### src/common/expipe_defines.svh
/*
 * Compile-time sizes of the dependency-tracking core.
 * Included by the packages and by any RTL file that needs a depth.
 * Register count and ROB depth must be powers of two.
 */

`ifndef EXPIPE_DEFINES_SVH
`define EXPIPE_DEFINES_SVH

// architectural register file size, r0 hardwired
`define EXPIPE_REG_NUM 32

// reorder buffer entries
`define EXPIPE_ROB_DEPTH 8

// result word width
`define EXPIPE_XLEN 32

`endif

### src/common/expipe_pkg.sv
/*
 * Architectural types shared by the pipeline blocks.
 * Register indices and result words, sized from the defines header.
 * Referenced by scope as expipe_pkg::name.
 */

`include "expipe_defines.svh"

package expipe_pkg;

    // ------------------------------------------------------------
    // architectural register index
    // ------------------------------------------------------------
    // 5 bits for 32 registers, index 0 is the zero register
    typedef logic [$clog2(`EXPIPE_REG_NUM)-1:0] reg_idx_t;

    // ------------------------------------------------------------
    // data word
    // ------------------------------------------------------------
    // one result as produced by an execution unit
    typedef logic [`EXPIPE_XLEN-1:0] data_t;

endpackage

### src/common/rob_pkg.sv
/*
 * Reorder buffer types: entry index, occupancy count, stored entry.
 * The count type is one bit wider than the index so a full ROB
 * (and eight writers of one register) can be represented.
 */

`include "expipe_defines.svh"

package rob_pkg;

    typedef logic [$clog2(`EXPIPE_ROB_DEPTH)-1:0] rob_idx_t; // entry pointer
    typedef logic [$clog2(`EXPIPE_ROB_DEPTH):0]   rob_cnt_t; // 0 .. depth inclusive

    // one ROB slot
    typedef struct packed {
        logic                  valid;  // slot holds an in-flight instr
        logic                  done;   // result has been written back
        expipe_pkg::reg_idx_t  rd_idx; // destination register
        expipe_pkg::data_t     data;   // result value
    } rob_entry_t;

endpackage

### src/common/commit_if.sv
/*
 * Commit port of the ROB. The ROB drives the committing entry,
 * the consumer side returns ready. An entry retires in a cycle
 * where valid and ready are both high.
 */

interface commit_if;

    logic                  valid;   // head entry is valid and done
    expipe_pkg::reg_idx_t  rd_idx;  // destination being released
    rob_pkg::rob_idx_t     rob_idx; // head pointer
    expipe_pkg::data_t     data;    // value to write to the register file
    logic                  ready;   // consumer accepts the commit

    // ROB side
    modport src (
        output valid, rd_idx, rob_idx, data,
        input  ready
    );

    // status table and top side
    modport sink (
        input  valid, rd_idx, rob_idx, data,
        output ready
    );

endinterface

### src/hw/expipe_track_top.sv
/*
 * Top level of the dependency-tracking core.
 * Joins the ROB and the register status table; every port is plain.
 */

module expipe_track_top (
    input  logic                 clk_i,
    input  logic                 rst_n_i,
    input  logic                 flush_i,

    // ------------------------------------------------------------
    // issue
    // ------------------------------------------------------------
    input  logic                 issue_valid_i,
    input  expipe_pkg::reg_idx_t issue_rd_idx_i,
    input  expipe_pkg::reg_idx_t issue_rs1_idx_i,
    input  expipe_pkg::reg_idx_t issue_rs2_idx_i,
    output logic                 issue_ready_o,
    output rob_pkg::rob_idx_t    issue_rob_idx_o,
    output logic                 issue_rs1_busy_o,
    output rob_pkg::rob_idx_t    issue_rs1_rob_idx_o,
    output logic                 issue_rs2_busy_o,
    output rob_pkg::rob_idx_t    issue_rs2_rob_idx_o,

    // writeback
    input  logic                 wb_valid_i,
    input  rob_pkg::rob_idx_t    wb_rob_idx_i,
    input  expipe_pkg::data_t    wb_data_i,

    // commit
    output logic                 comm_valid_o,
    output expipe_pkg::reg_idx_t comm_rd_idx_o,
    output rob_pkg::rob_idx_t    comm_rob_idx_o,
    output expipe_pkg::data_t    comm_data_o,
    input  logic                 comm_ready_i
);

    logic issue_fire; // ROB accepted the issue

    commit_if u_comm ();

    assign u_comm.ready   = comm_ready_i;  // outside consumer back-pressure
    assign comm_valid_o   = u_comm.valid;
    assign comm_rd_idx_o  = u_comm.rd_idx;
    assign comm_rob_idx_o = u_comm.rob_idx;
    assign comm_data_o    = u_comm.data;

    reorder_buffer u_rob (
        .clk_i           (clk_i),
        .rst_n_i         (rst_n_i),
        .flush_i         (flush_i),
        .issue_valid_i   (issue_valid_i),
        .issue_rd_idx_i  (issue_rd_idx_i),
        .issue_ready_o   (issue_ready_o),
        .issue_fire_o    (issue_fire),
        .issue_rob_idx_o (issue_rob_idx_o),
        .wb_valid_i      (wb_valid_i),
        .wb_rob_idx_i    (wb_rob_idx_i),
        .wb_data_i       (wb_data_i),
        .comm            (u_comm.src)
    );

    int_regstat u_regstat (
        .clk_i               (clk_i),
        .rst_n_i             (rst_n_i),
        .flush_i             (flush_i),
        .issue_fire_i        (issue_fire),
        .issue_rd_idx_i      (issue_rd_idx_i),
        .issue_rob_idx_i     (issue_rob_idx_o), // tail before the edge
        .issue_rs1_idx_i     (issue_rs1_idx_i),
        .issue_rs2_idx_i     (issue_rs2_idx_i),
        .issue_rs1_busy_o    (issue_rs1_busy_o),
        .issue_rs2_busy_o    (issue_rs2_busy_o),
        .issue_rs1_rob_idx_o (issue_rs1_rob_idx_o),
        .issue_rs2_rob_idx_o (issue_rs2_rob_idx_o),
        .comm                (u_comm.sink)
    );

endmodule

### src/hw/regstat/int_regstat.sv
/*
 * Integer register status table.
 * One writer counter per register keeps it busy until the last
 * in-flight writer commits; a second table holds the newest ROB
 * writer. Two combinational lookup ports serve the issuing instr.
 */

`include "expipe_defines.svh"

module int_regstat (
    input  logic                 clk_i,
    input  logic                 rst_n_i,
    input  logic                 flush_i,

    // issue side
    input  logic                 issue_fire_i,        // issue accepted this cycle
    input  expipe_pkg::reg_idx_t issue_rd_idx_i,      // destination of the issuing instr
    input  rob_pkg::rob_idx_t    issue_rob_idx_i,     // ROB tail it lands in
    input  expipe_pkg::reg_idx_t issue_rs1_idx_i,
    input  expipe_pkg::reg_idx_t issue_rs2_idx_i,
    output logic                 issue_rs1_busy_o,
    output logic                 issue_rs2_busy_o,
    output rob_pkg::rob_idx_t    issue_rs1_rob_idx_o, // producer of rs1
    output rob_pkg::rob_idx_t    issue_rs2_rob_idx_o, // producer of rs2

    commit_if.sink               comm                 // retiring entry
);

    localparam int unsigned REG_NUM = `EXPIPE_REG_NUM;

    rob_pkg::rob_cnt_t writer_cnt [REG_NUM];  // in-flight writers per reg
    rob_pkg::rob_idx_t newest_rob [REG_NUM];  // youngest producer per reg
    logic              comm_fire;
    logic              same_reg;              // issue and commit hit one reg
    logic              issue_inc;
    logic              comm_dec;

    // ------------------------------------------------------------
    // counter steering
    // ------------------------------------------------------------
    assign comm_fire = comm.valid & comm.ready;
    assign same_reg  = issue_fire_i & comm_fire & (issue_rd_idx_i == comm.rd_idx);
    assign issue_inc = issue_fire_i & (issue_rd_idx_i != '0) & ~same_reg;
    assign comm_dec  = comm_fire & (comm.rd_idx != '0) & ~same_reg; // +1 -1 cancels

    assign writer_cnt[0] = '0; // r0 is never busy

    for (genvar r = 1; r < REG_NUM; r++) begin : g_writer_cnt
        logic inc; // one more writer of r
        logic dec; // one writer of r retires

        assign inc = issue_inc & (issue_rd_idx_i == r);
        assign dec = comm_dec & (comm.rd_idx == r);

        updown_counter #(
            .W ($bits(rob_pkg::rob_cnt_t))
        ) u_writer_cnt (
            .clk_i   (clk_i),
            .rst_n_i (rst_n_i),
            .en_i    (inc | dec),
            .clr_i   (flush_i),
            .up_dn_i (inc),
            .count_o (writer_cnt[r])
        );
    end

    // ------------------------------------------------------------
    // newest writer table
    // ------------------------------------------------------------
    always_ff @(posedge clk_i or negedge rst_n_i) begin : newest_upd
        if (!rst_n_i) begin
            for (int i = 0; i < REG_NUM; i++) begin
                newest_rob[i] <= '0;
            end
        end else if (flush_i) begin
            for (int i = 0; i < REG_NUM; i++) begin
                newest_rob[i] <= '0;
            end
        end else if (issue_fire_i && issue_rd_idx_i != '0) begin
            newest_rob[issue_rd_idx_i] <= issue_rob_idx_i; // also on same_reg
        end
    end

    // lookups see state before this cycle's issue and commit
    assign issue_rs1_busy_o    = |writer_cnt[issue_rs1_idx_i];
    assign issue_rs1_rob_idx_o = newest_rob[issue_rs1_idx_i];
    assign issue_rs2_busy_o    = |writer_cnt[issue_rs2_idx_i];
    assign issue_rs2_rob_idx_o = newest_rob[issue_rs2_idx_i];

    // a retiring writer must have been counted at issue
    a_comm_counted : assert property (
        @(posedge clk_i) disable iff (!rst_n_i || flush_i)
        (comm_fire && comm.rd_idx != '0) |-> (writer_cnt[comm.rd_idx] != '0)
    );

endmodule

### src/hw/rob/reorder_buffer.sv
/*
 * Circular reorder buffer.
 * Allocates at the tail on issue, takes results in any order on
 * writeback and offers the head entry for commit once it is done.
 * Flush drops every in-flight entry in one cycle.
 */

`include "expipe_defines.svh"

module reorder_buffer (
    input  logic                 clk_i,
    input  logic                 rst_n_i,
    input  logic                 flush_i,

    // issue
    input  logic                 issue_valid_i,
    input  expipe_pkg::reg_idx_t issue_rd_idx_i,
    output logic                 issue_ready_o,   // not full
    output logic                 issue_fire_o,    // valid & ready
    output rob_pkg::rob_idx_t    issue_rob_idx_o, // current tail

    // writeback, valid only
    input  logic                 wb_valid_i,
    input  rob_pkg::rob_idx_t    wb_rob_idx_i,
    input  expipe_pkg::data_t    wb_data_i,

    commit_if.src                comm
);

    localparam int unsigned       DEPTH    = `EXPIPE_ROB_DEPTH;
    localparam rob_pkg::rob_cnt_t FULL_CNT = rob_pkg::rob_cnt_t'(DEPTH);

    rob_pkg::rob_entry_t entries [DEPTH];
    rob_pkg::rob_idx_t   head_q;  // oldest entry
    rob_pkg::rob_idx_t   tail_q;  // next free slot
    rob_pkg::rob_cnt_t   count_q; // occupancy
    logic                comm_fire;

    // ------------------------------------------------------------
    // handshakes
    // ------------------------------------------------------------
    assign issue_ready_o   = (count_q != FULL_CNT);
    assign issue_fire_o    = issue_valid_i & issue_ready_o;
    assign issue_rob_idx_o = tail_q;

    // head entry straight to the commit port
    assign comm.valid   = entries[head_q].valid & entries[head_q].done;
    assign comm.rd_idx  = entries[head_q].rd_idx;
    assign comm.rob_idx = head_q;
    assign comm.data    = entries[head_q].data;
    assign comm_fire    = comm.valid & comm.ready;

    // ------------------------------------------------------------
    // pointers and count
    // ------------------------------------------------------------
    always_ff @(posedge clk_i or negedge rst_n_i) begin : ptr_upd
        if (!rst_n_i) begin
            head_q  <= '0;
            tail_q  <= '0;
            count_q <= '0;
        end else if (flush_i) begin
            head_q  <= '0;
            tail_q  <= '0;
            count_q <= '0;
        end else begin
            if (issue_fire_o) tail_q <= tail_q + 1'b1; // wraps at depth
            if (comm_fire)    head_q <= head_q + 1'b1;
            case ({issue_fire_o, comm_fire})
                2'b10:   count_q <= count_q + 1'b1;
                2'b01:   count_q <= count_q - 1'b1;
                default: count_q <= count_q;        // none, or both
            endcase
        end
    end

    // ------------------------------------------------------------
    // entry array
    // ------------------------------------------------------------
    always_ff @(posedge clk_i or negedge rst_n_i) begin : entry_upd
        if (!rst_n_i) begin
            for (int i = 0; i < DEPTH; i++) begin
                entries[i] <= '0;
            end
        end else if (flush_i) begin
            for (int i = 0; i < DEPTH; i++) begin
                entries[i].valid <= 1'b0; // payload left stale
            end
        end else begin
            if (issue_fire_o) begin
                entries[tail_q].valid  <= 1'b1;
                entries[tail_q].done   <= 1'b0;
                entries[tail_q].rd_idx <= issue_rd_idx_i;
            end
            if (wb_valid_i) begin
                entries[wb_rob_idx_i].done <= 1'b1;
                entries[wb_rob_idx_i].data <= wb_data_i;
            end
            if (comm_fire) entries[head_q].valid <= 1'b0; // slot free again
        end
    end

    // writeback must name an in-flight entry that is still waiting
    a_wb_target : assert property (
        @(posedge clk_i) disable iff (!rst_n_i || flush_i)
        wb_valid_i |-> (entries[wb_rob_idx_i].valid && !entries[wb_rob_idx_i].done)
    );

    a_count_max : assert property (
        @(posedge clk_i) disable iff (!rst_n_i)
        count_q <= FULL_CNT
    );

endmodule

### src/hw/updown_counter.sv
/*
 * Up/down counter with enable and synchronous clear.
 * No saturation: the user keeps the count inside its range.
 * Clear wins over counting.
 */

module updown_counter #(
    parameter int unsigned W = 4 // counter width
) (
    input  logic         clk_i,
    input  logic         rst_n_i,
    input  logic         en_i,    // count this cycle
    input  logic         clr_i,   // back to zero, priority over en_i
    input  logic         up_dn_i, // 1 up, 0 down
    output logic [W-1:0] count_o
);

    always_ff @(posedge clk_i or negedge rst_n_i) begin : cnt_reg
        if (!rst_n_i) begin
            count_o <= '0;
        end else if (clr_i) begin
            count_o <= '0;
        end else if (en_i) begin
            if (up_dn_i) begin
                count_o <= count_o + 1'b1;
            end else begin
                count_o <= count_o - 1'b1;
            end
        end
    end

    // ------------------------------------------------------------
    // checks
    // ------------------------------------------------------------
    // a decrement from zero means the caller lost track of a writer
    a_no_underflow : assert property (
        @(posedge clk_i) disable iff (!rst_n_i)
        (en_i && !clr_i && !up_dn_i) |-> (count_o != '0)
    );

endmodule

### config.mk
export PLATFORM = sky130hd
export DESIGN_NAME = expipe_track_top
export DESIGN_NICKNAME = d
export VERILOG_FILES = /design/src/common/expipe_pkg.sv /design/src/common/rob_pkg.sv /design/src/common/commit_if.sv /design/src/hw/expipe_track_top.sv /design/src/hw/regstat/int_regstat.sv /design/src/hw/rob/reorder_buffer.sv /design/src/hw/updown_counter.sv
export VERILOG_INCLUDE_DIRS = /design/src /design/src/common
export SDC_FILE = /design/constraint.sdc
export NUM_CORES = 1
export LEC_CHECK = 0
export BUFFER_PORTS_ARGS = -buffer_cell sky130_fd_sc_hd__buf_2
export CORE_ASPECT_RATIO = 1.2
export CORE_UTILIZATION = 40
export DETAILED_ROUTE_END_ITERATION = 6
export GPL_TIMING_DRIVEN = 0
export SYNTH_ARGS = -nofsm -noshare
export SYNTH_HDL_FRONTEND = slang
export SYNTH_SLANG_ARGS = --single-unit
### constraint.sdc
create_clock -name clk_i -period 5.9 [get_ports clk_i]
set_input_delay 0.59 -clock clk_i [delete_from_list [all_inputs] [get_ports clk_i]]
set_output_delay 0.59 -clock clk_i [all_outputs]
set_load 0.01 [all_outputs]
==> out/qor.yml, run 1 <==
total_power_mw: 9.86
area_growth_syn_to_layout_pct: 13.3
power.ir.vdd_worst_uv: 276
synth_area_per_cell_um2: 11.2
floorplan.die.height_um: 302
drt-pass1-iter-count: 6
series_of_cell_instances_along_the_critical_path: "buf_2, buf_2, mux4_2, mux2i_1, a311oi_2, and3_1, buf_2, buf_2, nand2_1, clkbuf_1, nand2_1, ha_1, a21o_1, a21o_1, a21oi_1, nand4_1, a22oi_1, mux2_2"
critical-path-slowest-cell: "sky130_fd_sc_hd__clkbuf_1"
wirelength_mm: 103
timing.final.crit_period_ns: 5.57
n_antenna_cell: 0
die_area_mm2: 0.0760
power_frac_clock: 0.395
worst_slew_margin_relative_to_its_limit: -0.0188
ys_seq_area_frac: 0.452
timing.hold.ws_ns: 0.247
placeableCoreArea_mm2: 0.0739
drv_cap: 1
detailed_place_hpwl_mm: 74.2
rsz0062_at_grt: "no"
drive_above_1_share: 0.235
int_pwr_mw: 7.11
clock_sinks: 542
final_area_mm2: 0.0340
global_route_wire_length_before_repair_mm: 155
pwr_density_cell_mw_per_mm2: 290
cts.root.buffer_cell: "sky130_fd_sc_hd__clkbuf_16"
tritoncts_clock_tree: "built"
p_comb_frac: 0.153
postSynth.asyncResetShare: 1.00
finalNetCount: 2994
fin_ws_ns: 0.333
via_per_inst: 5.97
syn_nets: 2826
io-pin-count: 109
ff2ff_setup_slack_ns: 0.33
detail-route-antenna-nets: 0
die-width_um: 252
ys_seq_elements: 542
drcViolationCount: 0
reg2regPathDepth: 18
critical_path_required_ns: 6.44
power.switching_fraction: 0.279
clock_insertion_delay_worst_skew_ns: 0.68
yosysUniqueCellTypes: 53
final-setup-viol-count: 0
port_buffers: 97
critPathMostFrequentCell: "sky130_fd_sc_hd__buf_2"
dr_total_vias: 23194
floorplan.initialDensity: 0.406
antenna_found_initial: 3
number_of_global_route_vias_before_repair: 24214
inserted_clock_buffers: 60
grt_start_max_net_pins: 133
initialDrtViolationCount: 2322
h_tree_level_count: 2
timing.final.max_slew_violations: 9
violated_checks: "max-capacitance violations, max-slew violations"
synth-main-ff-cell: "sky130_fd_sc_hd__dfrtp_1"
pre_cts_ws_ns: 0.0165
place_congestion: 0.978
leakagePower_nw: 14.9
signal_arrival_time_at_the_worst_endpoint_ns: 6.11
power.switching_mw: 2.75
worst-slew-pin-transition_ns: 1.51
clk_pin_slew_worst_paths_ns: 0.06
rr_startpoint: "u_rob.comm.rob_idx[0]"
overflow: 0
syn-instance-count: 2672
synthesis.area_mm2: 0.0300
core.rowCount: 109
cts_max_path_buffers: 3
synth-edff-count: 0
wl_per_cell_um: 26.5
seq_power_share: 0.452
outcome: "finished, violations left"
hold_violations: 0
yosys_warnings: 0
startpoint: "u_rob.comm.rob_idx[0]"
grt_usage: 0.274
worstHoldPathType: "in2reg"
timing.final.crit_share: 0.944
top_achievable_clock_speed_ghz: 0.180
critical-path-max-stage-delay_ns: 0.69
crit_fanout: 10
worstSetupPathType: "reg2reg"
post_dp_cell_area_mm2: 0.0319
timing.critical_path.to_type: "flop"
timing.critical_path.from_type: "flop"
fin_worst_skew_ns: 0.0650
## cells in the mapped netlist (all sizes together), types with 4 or more instances
cell	count	area share
nor2	299	0.037
xnor2	41	0.012
clkbuf	154	0.019
buf	40	0.0060
nand3	59	0.0099
nand2b	9	0.0019
and3	4	0.00083
nand4	67	0.014
nand2	160	0.020
ha	66	0.028
mux2i	104	0.036
mux2	395	0.15
and4	4	0.0012
fa	32	0.021
and2	8	0.0017
nor4	27	0.0061
a21o	59	0.015
o21ai	5	0.00083
mux4	86	0.065
nor3	47	0.0083
nor3b	5	0.0013
a22oi	168	0.042
a31oi	22	0.0046
dfrtp	542	0.45
inv	75	0.0094
a21oi	105	0.018
or4	9	0.0023
a211oi	10	0.0025
nor2b	41	0.0086
## cell families after synthesis
logic type,after synthesis,synth area share
AND/OR/NAND/NOR,748,0.116
multiplexers,585,0.249
adder cells (fa/ha/maj),98,0.0489
XOR/XNOR,42,0.0123
flip-flops,542,0.452
buffers and inverters,271,0.0349
AO/OA/AOI/OAI,386,0.0869
## routing by layer
metal,share of wire,track usage
met1,0.38,0.330
met2,0.48,0.460
met3,0.067,0.0469
met4,0.065,0.161
met5,0.00031,0
## worst max-delay path: cells and delay by family (launching register included)
family	cells	cell delay (ns)
AOI/OAI and AO/OA	5	0.99
adders and majority gates	1	0.37
and+or+nand+nor	4	0.78
DFF	1	0.38
buffers and inverters	5	1.71
muxes	3	1.17
## how the worst min path moves through the flow
stage	from	end	slack, ns	cells after the start
floorplan	rst_n_i	async pin	0.29	0
global placement	u_rob.entries[308]	u_rob.entries[308]	0.46	2
detailed placement	u_rob.entries[310]	u_rob.entries[310]	0.48	2
CTS	wb_data_i[24]	u_rob.entries[141]	0.22	2
global route	wb_data_i[16]	u_rob.entries[172]	0.24	2
finish	wb_data_i[30]	u_rob.entries[225]	0.25	2
## per-stage QoR
stage	util	setup TNS [ns]	cells
final	0.459	0	3885
after global routing	0.459	0	3885
after CTS	0.459	0	3882
after detailed placement	0.431	0	3773
after global placement	0.429	-3610.76	3768
after floorplan	-	0	2672
## layout by cell type (no fill, tap or decap), types with 86 or more instances in the layout
cell,count
sky130_fd_sc_hd__dfrtp_1,542
sky130_fd_sc_hd__mux2_2,343
sky130_fd_sc_hd__nor2_1,299
sky130_fd_sc_hd__a22oi_1,168
sky130_fd_sc_hd__clkbuf_1,160
sky130_fd_sc_hd__nand2_1,160
sky130_fd_sc_hd__buf_2,116
sky130_fd_sc_hd__a21oi_1,105
sky130_fd_sc_hd__mux2i_1,101
sky130_fd_sc_hd__mux4_2,86
## what timing repair did
action                                  CTS  global route
hold buffers                              1             0
pin swaps                                 0             1
endpoints found under the setup margin    2            10
buffers inserted                          0             3
hold endpoints to repair                 78             0
resized for setup                         1             4
cloned                                    0             0
## power by group through the flow
stage,clock (mW),combinational [mW],sequential (mW)
after floorplan,0,0.964,4.44
after global placement,0,1.43,4.49
after detailed placement,0,1.49,4.52
after CTS,3.95,1.50,4.45
after global routing,4.11,1.62,4.51
final,3.89,1.51,4.46
## sequential cells by signal (all words and copies together), names as in the netlist
name,flops
u_rob.entries,312
u_regstat.g_writer_cnt.u_writer_cnt.count_o,124
u_regstat.newest_rob,96
u_rob.count_q,4
u_rob.comm.rob_idx,3
u_rob.issue_rob_idx_o,3
## cell type report
type / count / area, um^2
clock inverters: 24 / 284
fillers: 6915 / 40000
clock buffers: 84 / 1760
plain buffers: 194 / 759
well taps: 999 / 1250
flip-flops and latches: 542 / 13600
inverters: 77 / 289
multi-input cells: 1859 / 15400
repair buffers: 106 / 646
No activity file was read; power rests on OpenSTA's default activity.
==> inputs of run 2 (changes only) <==
- CTS_BUF_LIST: default -> sky130_fd_sc_hd__clkbuf_4
==> run 2 against run 1 <==
Compared with the run above: the run now ends clean; global-route usage increased by 0.43 points; first-iteration DRC count decreased by 0.95%; setup slack improved by 0.035 ns; fmax increased by 0.63%; sequential share of layout area decreased by 0.17 points.
==> out/qor.yml, run 2 (same netlist as run 1, synthesis figures left out) <==
place_congestion: 0.978  # unchanged
placeableCoreArea_mm2: 0.0739  # unchanged
pwr_density_cell_mw_per_mm2: 275  # -5.4%
initialDrtViolationCount: 2300  # -0.95%
fin_worst_skew_ns: 0.0753  # +0.0103 ns
rsz0062_at_grt: "no"
timing.critical_path.from_type: "flop"
clk_pin_slew_worst_paths_ns: 0.06  # about the same
largest_register_ff_count: 312  # unchanged
drv_cap: 0  # -1
wl_per_cell_um: 25.5  # -3.8%
inserted_clock_buffers: 151  # +150%
int_pwr_mw: 6.52  # -8.2%
ff2ff_setup_slack_ns: 0.37  # +0.03 ns
core.rowCount: 109  # unchanged
crit_fanout: 10  # unchanged
hold_violations: 0  # unchanged
critical_path_required_ns: 6.79  # +0.35 ns
top_regs: "u_rob.entries: 312 flops, u_regstat.g_writer_cnt.u_writer_cnt.count_o: 124 flops, u_regstat.newest_rob: 96 flops"
tritoncts_clock_tree: "built"
utilization: 0.461  # +0.00193
floorplan.die.height_um: 302  # unchanged
power.ir.vdd_worst_uv: 199  # -28%
rr_startpoint: "u_rob.comm.rob_idx[0]"
h_tree_level_count: 4  # +2
series_of_cell_instances_along_the_critical_path: "buf_2, buf_2, mux4_2, mux2i_1, a311oi_2, and3_1, buf_2, buf_2, nand2_1, clkbuf_1, nand2_1, ha_1, a21o_1, a21o_1, a21oi_1, nand4_1, a22oi_1, mux2_2"
power.switching_mw: 2.84  # +3.3%
grt_start_max_net_pins: 133  # unchanged
cts_max_path_buffers: 3  # unchanged
post-place-cells: 3773  # unchanged
p_comb_frac: 0.163  # +0.010
detail-route-antenna-nets: 0  # unchanged
timing.final.crit_share: 0.938  # -0.00593
critical-path-slowest-cell: "sky130_fd_sc_hd__clkbuf_1"
seq_power_share: 0.476  # +0.024
top_achievable_clock_speed_ghz: 0.181  # +0.63%
timing.critical_path.to_type: "flop"
worstSetupPathType: "reg2reg"
number_of_cells_on_the_critical_path: 18  # unchanged
fin_cells: 4067  # +4.7%
timing.final.crit_period_ns: 5.53  # -0.0350 ns
clock_insertion_delay_worst_skew_ns: 1.02  # +0.34 ns
wirelength_mm: 104  # +0.73%
count_of_buffer_and_inverter_cells_on_the_critical_path: 5  # unchanged
clock_sinks: 542  # unchanged
final-setup-viol-count: 0  # unchanged
global_route_wire_length_before_repair_mm: 157  # +1.2%
drive_above_1_share: 0.262  # +0.0270
via_per_inst: 5.85  # -2.0%
number_of_global_route_vias_before_repair: 25146  # +3.8%
signal_arrival_time_at_the_worst_endpoint_ns: 6.43  # +0.32 ns
power_frac_clock: 0.361  # -0.034
leakagePower_nw: 15.2  # +1.4%
cts.root.buffer_cell: "sky130_fd_sc_hd__clkbuf_4"
power.switching_fraction: 0.303  # +0.0242
drt-pass1-iter-count: 6  # unchanged
finalNetCount: 3121  # +4.2%
port_buffers: 97  # unchanged
fillers: 7027  # +1.6%
most-common-layout-cells: "sky130_fd_sc_hd__dfrtp_1, sky130_fd_sc_hd__mux2_2, sky130_fd_sc_hd__nor2_1"
worstHoldPathType: "in2async"
die-width_um: 252  # unchanged
finalSetupTns_ns: 0  # unchanged
dr_total_vias: 23796  # +2.6%
largest_register: "u_rob.entries"
mostFrequentLayoutCell: "sky130_fd_sc_hd__dfrtp_1"
detailed_place_hpwl_mm: 74.2  # unchanged
critPathMostFrequentCell: "sky130_fd_sc_hd__buf_2"
io-pin-count: 109  # unchanged
timing.final.max_slew_violations: 0  # -9
drcViolationCount: 0  # unchanged
area_growth_syn_to_layout_pct: 13.8
worst_path_dominant_cell_family: "buffers and inverters"
startpoint: "u_rob.comm.rob_idx[0]"
critical-path-max-stage-delay_ns: 0.70  # about the same
worst_slew_margin_relative_to_its_limit: 0.0307  # +0.0495
grt_usage: 0.278  # +0.00427
outcome: "finished clean"
floorplan.initialDensity: 0.406  # unchanged
die_area_mm2: 0.0760  # unchanged
overflow: 0  # unchanged
reg2regPathDepth: 18  # unchanged
antenna_found_initial: 2  # -1
worst-slew-pin-transition_ns: 1.44  # -0.0735 ns
## run 2: layout make-up
| type | count | area, um^2 | share of cell area |
|---|---|---|---|
| flip-flops and latches | 542 | 13600 | 0.398 |
| repair buffers | 142 | 1010 | 0.0295 |
| multi-input cells | 1859 | 15400 | 0.452 |
| diodes | 2 | 5.00 | 0.000147 |
| plain buffers | 194 | 759 | 0.0223 |
| inverters | 77 | 289 | 0.00847 |
| clock buffers | 202 | 1520 | 0.0445 |
| clock inverters | 50 | 307 | 0.00899 |
| well taps | 999 | 1250 | 0.0367 |
## run 2: stage by stage
stage | instance area [um^2] | hold slack (ns) | power [mW] | setup slack (ns)
final | 34100 | 0.127 | 9.37 | 0.368
after global routing | 34100 | 0.117 | 9.83 | 0.121
after CTS | 34100 | 0.0894 | 9.44 | 0.0411
after detailed placement | 31900 | 0.478 | 6.01 | 0.0165
after global placement | 31700 | 0.458 | 5.91 | -6.78
after floorplan | 30000 | 0.294 | 5.40 | 1.39
## run 2: repair_timing
item / CTS / global route
hold buffers: 37 / 0
gates resized for setup: 0 / 5
hold endpoints to repair: 336 / 0
buffers inserted: 0 / 3
endpoints found under the setup margin: 0 / 15
## run 2: per-layer routing
layer / up-vias / share of wire / track usage
met5: - / 0 / 0
met4: 0 / 0.065 / 0.172
met3: 310 / 0.071 / 0.0645
met2: 1046 / 0.48 / 0.460
met1: 12080 / 0.38 / 0.328
li1: 10360 / - / -
## run 2: worst min path at each step
stage                             from            endpoint  slack [ns]  cells past startpoint
global placement    u_rob.entries[308]  u_rob.entries[308]        0.46                      2
CTS                            rst_n_i           async pin        0.09                      2
finish                         rst_n_i           async pin        0.13                      2
detailed placement  u_rob.entries[310]  u_rob.entries[310]        0.48                      2
global route                   rst_n_i           async pin        0.12                      2
floorplan                      rst_n_i           async pin        0.29                      0
## run 2: worst register-to-register path: cells and delay by family (launching register included)
kind            cells  cell delay, ns
buf+inv             5            1.71
fa+ha+maj           1            0.36
mux                 3            1.21
compound gates      5            1.00
simple gates        4            0.80
flops               1            0.38
## run 2: power groups by stage
stage                     Combinational (mW)  Sequential (mW)  Clock, mW
final                                   1.53             4.46       3.38
after global routing                    1.64             4.51       3.68
after CTS                               1.51             4.45       3.48
after detailed placement                1.49             4.52          0
after global placement                  1.43             4.49          0
after floorplan                        0.964             4.44          0
==> inputs of run 3 (changes only) <==
- CORE_ASPECT_RATIO: 1.2 -> 0.7
- SKIP_LAST_GASP: default -> 1
==> run 3 against run 2 <==
Compared with the run above: the flow now finishes with violations (design-rule violations, max-capacitance violations, max-slew violations); die area hardly changed; sequential cell count stayed put; non-clock buffer count stayed put; count of clock-buffer cells in the layout is 3 lower; largest power group unchanged; clock skew is 0.012 ns higher.
==> out/qor.yml, run 3 (same netlist as run 1, synthesis figures left out) <==
timing.critical_path.to_type: "flop"
crit_fanout: 10  # unchanged
dr_total_vias: 24333  # +2.3%
wl_per_cell_um: 26.3  # +2.9%
antenna_found_initial: 3  # +1
cts.root.buffer_cell: "sky130_fd_sc_hd__clkbuf_4"
finalSetupTns_ns: 0  # unchanged
worst-slew-pin-transition_ns: 1.60  # +0.162 ns
io-pin-count: 109  # unchanged
die-width_um: 329  # +31%
clk_pin_slew_worst_paths_ns: 0.07  # about the same
signal_arrival_time_at_the_worst_endpoint_ns: 6.54  # +0.11 ns
number_of_global_route_vias_before_repair: 24818  # -1.3%
startpoint: "u_rob.comm.rob_idx[0]"
worst_slew_margin_relative_to_its_limit: -0.0764  # -0.107
inserted_clock_buffers: 144  # -4.6%
largest_register_ff_count: 312  # unchanged
core.rowCount: 83  # -24%
h_tree_level_count: 4  # unchanged
met1Wirelength_mm: 47.9  # +20%
top_achievable_clock_speed_ghz: 0.177  # -2.2%
wirelength_mm: 106  # +2.2%
final-setup-viol-count: 0  # unchanged
reg2regPathDepth: 18  # unchanged
drcViolationCount: 4  # +4
metal3_wl_mm: 11.1  # +51%
global_route_wire_length_before_repair_mm: 158  # +0.80%
grt_start_max_net_pins: 122  # -8.3%
dr_wl_met2_mm: 44.5  # -11%
via_per_inst: 6.03  # +3.0%
drive_above_1_share: 0.260  # -0.00142
placeableCoreArea_mm2: 0.0737  # -0.25%
worstSetupPathType: "reg2reg"
timing.hold.ws_ns: 0.0979  # -0.0286 ns
worstHoldPathType: "in2reg"
timing.final.crit_share: 0.959  # +0.0211
rr_startpoint: "u_rob.comm.rob_idx[0]"
topRoutingLayerUsed: "met4"
cts_max_path_buffers: 3  # unchanged
floorplan.initialDensity: 0.407  # +0.00102
post-place-cells: 3754  # -0.50%
fin_ws_ns: 0.243  # -0.125 ns
outcome: "finished, violations left"
die_area_mm2: 0.0761  # about the same
fillers: 6856  # -2.4%
mostFrequentLayoutCell: "sky130_fd_sc_hd__dfrtp_1"
timing.final.crit_period_ns: 5.66  # +0.125 ns
clock_insertion_delay_worst_skew_ns: 1.06  # +0.04 ns
clock_sinks: 542  # unchanged
power.ir.vdd_worst_uv: 158  # -20%
largest_register: "u_rob.entries"
tritoncts_clock_tree: "built"
violated_checks: "design-rule violations, max-capacitance violations, max-slew violations"
detail-route-antenna-nets: 0  # unchanged
detailed_place_hpwl_mm: 76.2  # +2.8%
fin_cells: 4038  # -0.71%
pwr_density_cell_mw_per_mm2: 277  # +0.68%
initialDrtViolationCount: 2735  # +19%
leakagePower_nw: 15.1  # -0.14%
area_growth_syn_to_layout_pct: 13.8  # about the same
floorplan.die.height_um: 231  # -23%
ff2ff_setup_slack_ns: 0.24  # -0.12 ns
critical_path_required_ns: 6.78  # about the same
finalNetCount: 3114  # -0.22%
fin_worst_skew_ns: 0.0873  # +0.0120 ns
drv_cap: 1  # +1
overflow: 0  # unchanged
place_congestion: 0.985  # +0.77%
drt-pass1-iter-count: 7  # +1
top_regs: "u_rob.entries: 312 flops, u_regstat.g_writer_cnt.u_writer_cnt.count_o: 124 flops, u_regstat.newest_rob: 96 flops"
timing.final.max_slew_violations: 7  # +7
pre_cts_ws_ns: -0.234  # -0.250 ns
grt_usage: 0.282  # +0.00383
timing.critical_path.from_type: "flop"
hold_violations: 0  # unchanged
port_buffers: 97  # unchanged
rsz0062_at_grt: "yes"
most-common-layout-cells: "sky130_fd_sc_hd__dfrtp_1, sky130_fd_sc_hd__mux2_2, sky130_fd_sc_hd__nor2_1"
==> run 3: worst min path at each step <==
stage	startpoint	endpoint	depth (start not counted)
2_1_floorplan	rst_n_i	async pin	0
3_3_place_gp	u_rob.entries[152]	u_rob.entries[152]	2
3_5_place_dp	u_rob.entries[308]	u_rob.entries[308]	2
4_1_cts	wb_rob_idx_i[0]	u_rob.entries[37]	3
5_1_grt	wb_rob_idx_i[0]	u_rob.entries[37]	3
6_report	wb_rob_idx_i[0]	u_rob.entries[37]	3
==> run 3: final cells by class <==
type                            count  area, um^2  area share
Multi-Input combinational cell   1859       15400       0.452
Inverter                           77         289     0.00848
Tap cell                          977        1220      0.0358
Buffer                            193         759      0.0223
Clock inverter                     39         300     0.00881
Clock buffer                      199        1490      0.0438
Timing Repair Buffer              143        1040      0.0304
Sequential cell                   542       13600       0.398
Antenna cell                        9        22.5    0.000660
==> run 3: power breakdown <==
group          internal (mW)  total (mW)  leakage (nW)  switching, mW
combinational          0.669        1.55          7.03          0.877
clock                   1.70        3.42          1.05           1.72
sequential              4.20        4.46          7.06          0.265
==> run 3: critical path, cell delays in order, from the launching register on <==
cell                        delay, ns
sky130_fd_sc_hd__dfrtp_1         0.55
sky130_fd_sc_hd__clkbuf_4        0.32
sky130_fd_sc_hd__buf_2           0.31
sky130_fd_sc_hd__mux4_2          0.54
sky130_fd_sc_hd__mux2i_1         0.36
sky130_fd_sc_hd__a311oi_4        0.14
sky130_fd_sc_hd__and3_1          0.23
sky130_fd_sc_hd__buf_2           0.19
sky130_fd_sc_hd__buf_2           0.22
sky130_fd_sc_hd__nand2_1         0.19
sky130_fd_sc_hd__clkbuf_2        0.37
sky130_fd_sc_hd__nand3_1         0.19
sky130_fd_sc_hd__ha_1            0.37
sky130_fd_sc_hd__a21o_1          0.18
sky130_fd_sc_hd__a21oi_1         0.26
sky130_fd_sc_hd__a21boi_0        0.20
sky130_fd_sc_hd__and4_1          0.22
sky130_fd_sc_hd__a2bb2oi_1       0.30
sky130_fd_sc_hd__mux2_2          0.37
==> run 3: per-layer routing <==
| metal | vias up | GRT usage |
|---|---|---|
| li1 | 10345 | - |
| met1 | 12486 | 0.411 |
| met2 | 1284 | 0.395 |
| met3 | 218 | 0.0866 |
| met4 | 0 | 0.0919 |
| met5 | - | 0 |
==> run 3: metrics by stage <==
step	utilization	instance area [um^2]	power (mW)
after global placement	0.430	31700	5.92
after CTS	0.462	34100	9.48
after global routing	0.462	34100	9.86
after detailed placement	0.432	31900	6.02
final	0.462	34100	9.43
after floorplan	-	30000	5.40
==> run 3: what timing repair did <==
action                                 4_1_cts  5_1_grt
resized for setup                            2       10
setup endpoints to repair                   13       16
hold buffers                                37        0
pin swaps                                    1        1
endpoints found under the hold margin      377        0
setup buffers                                1        0
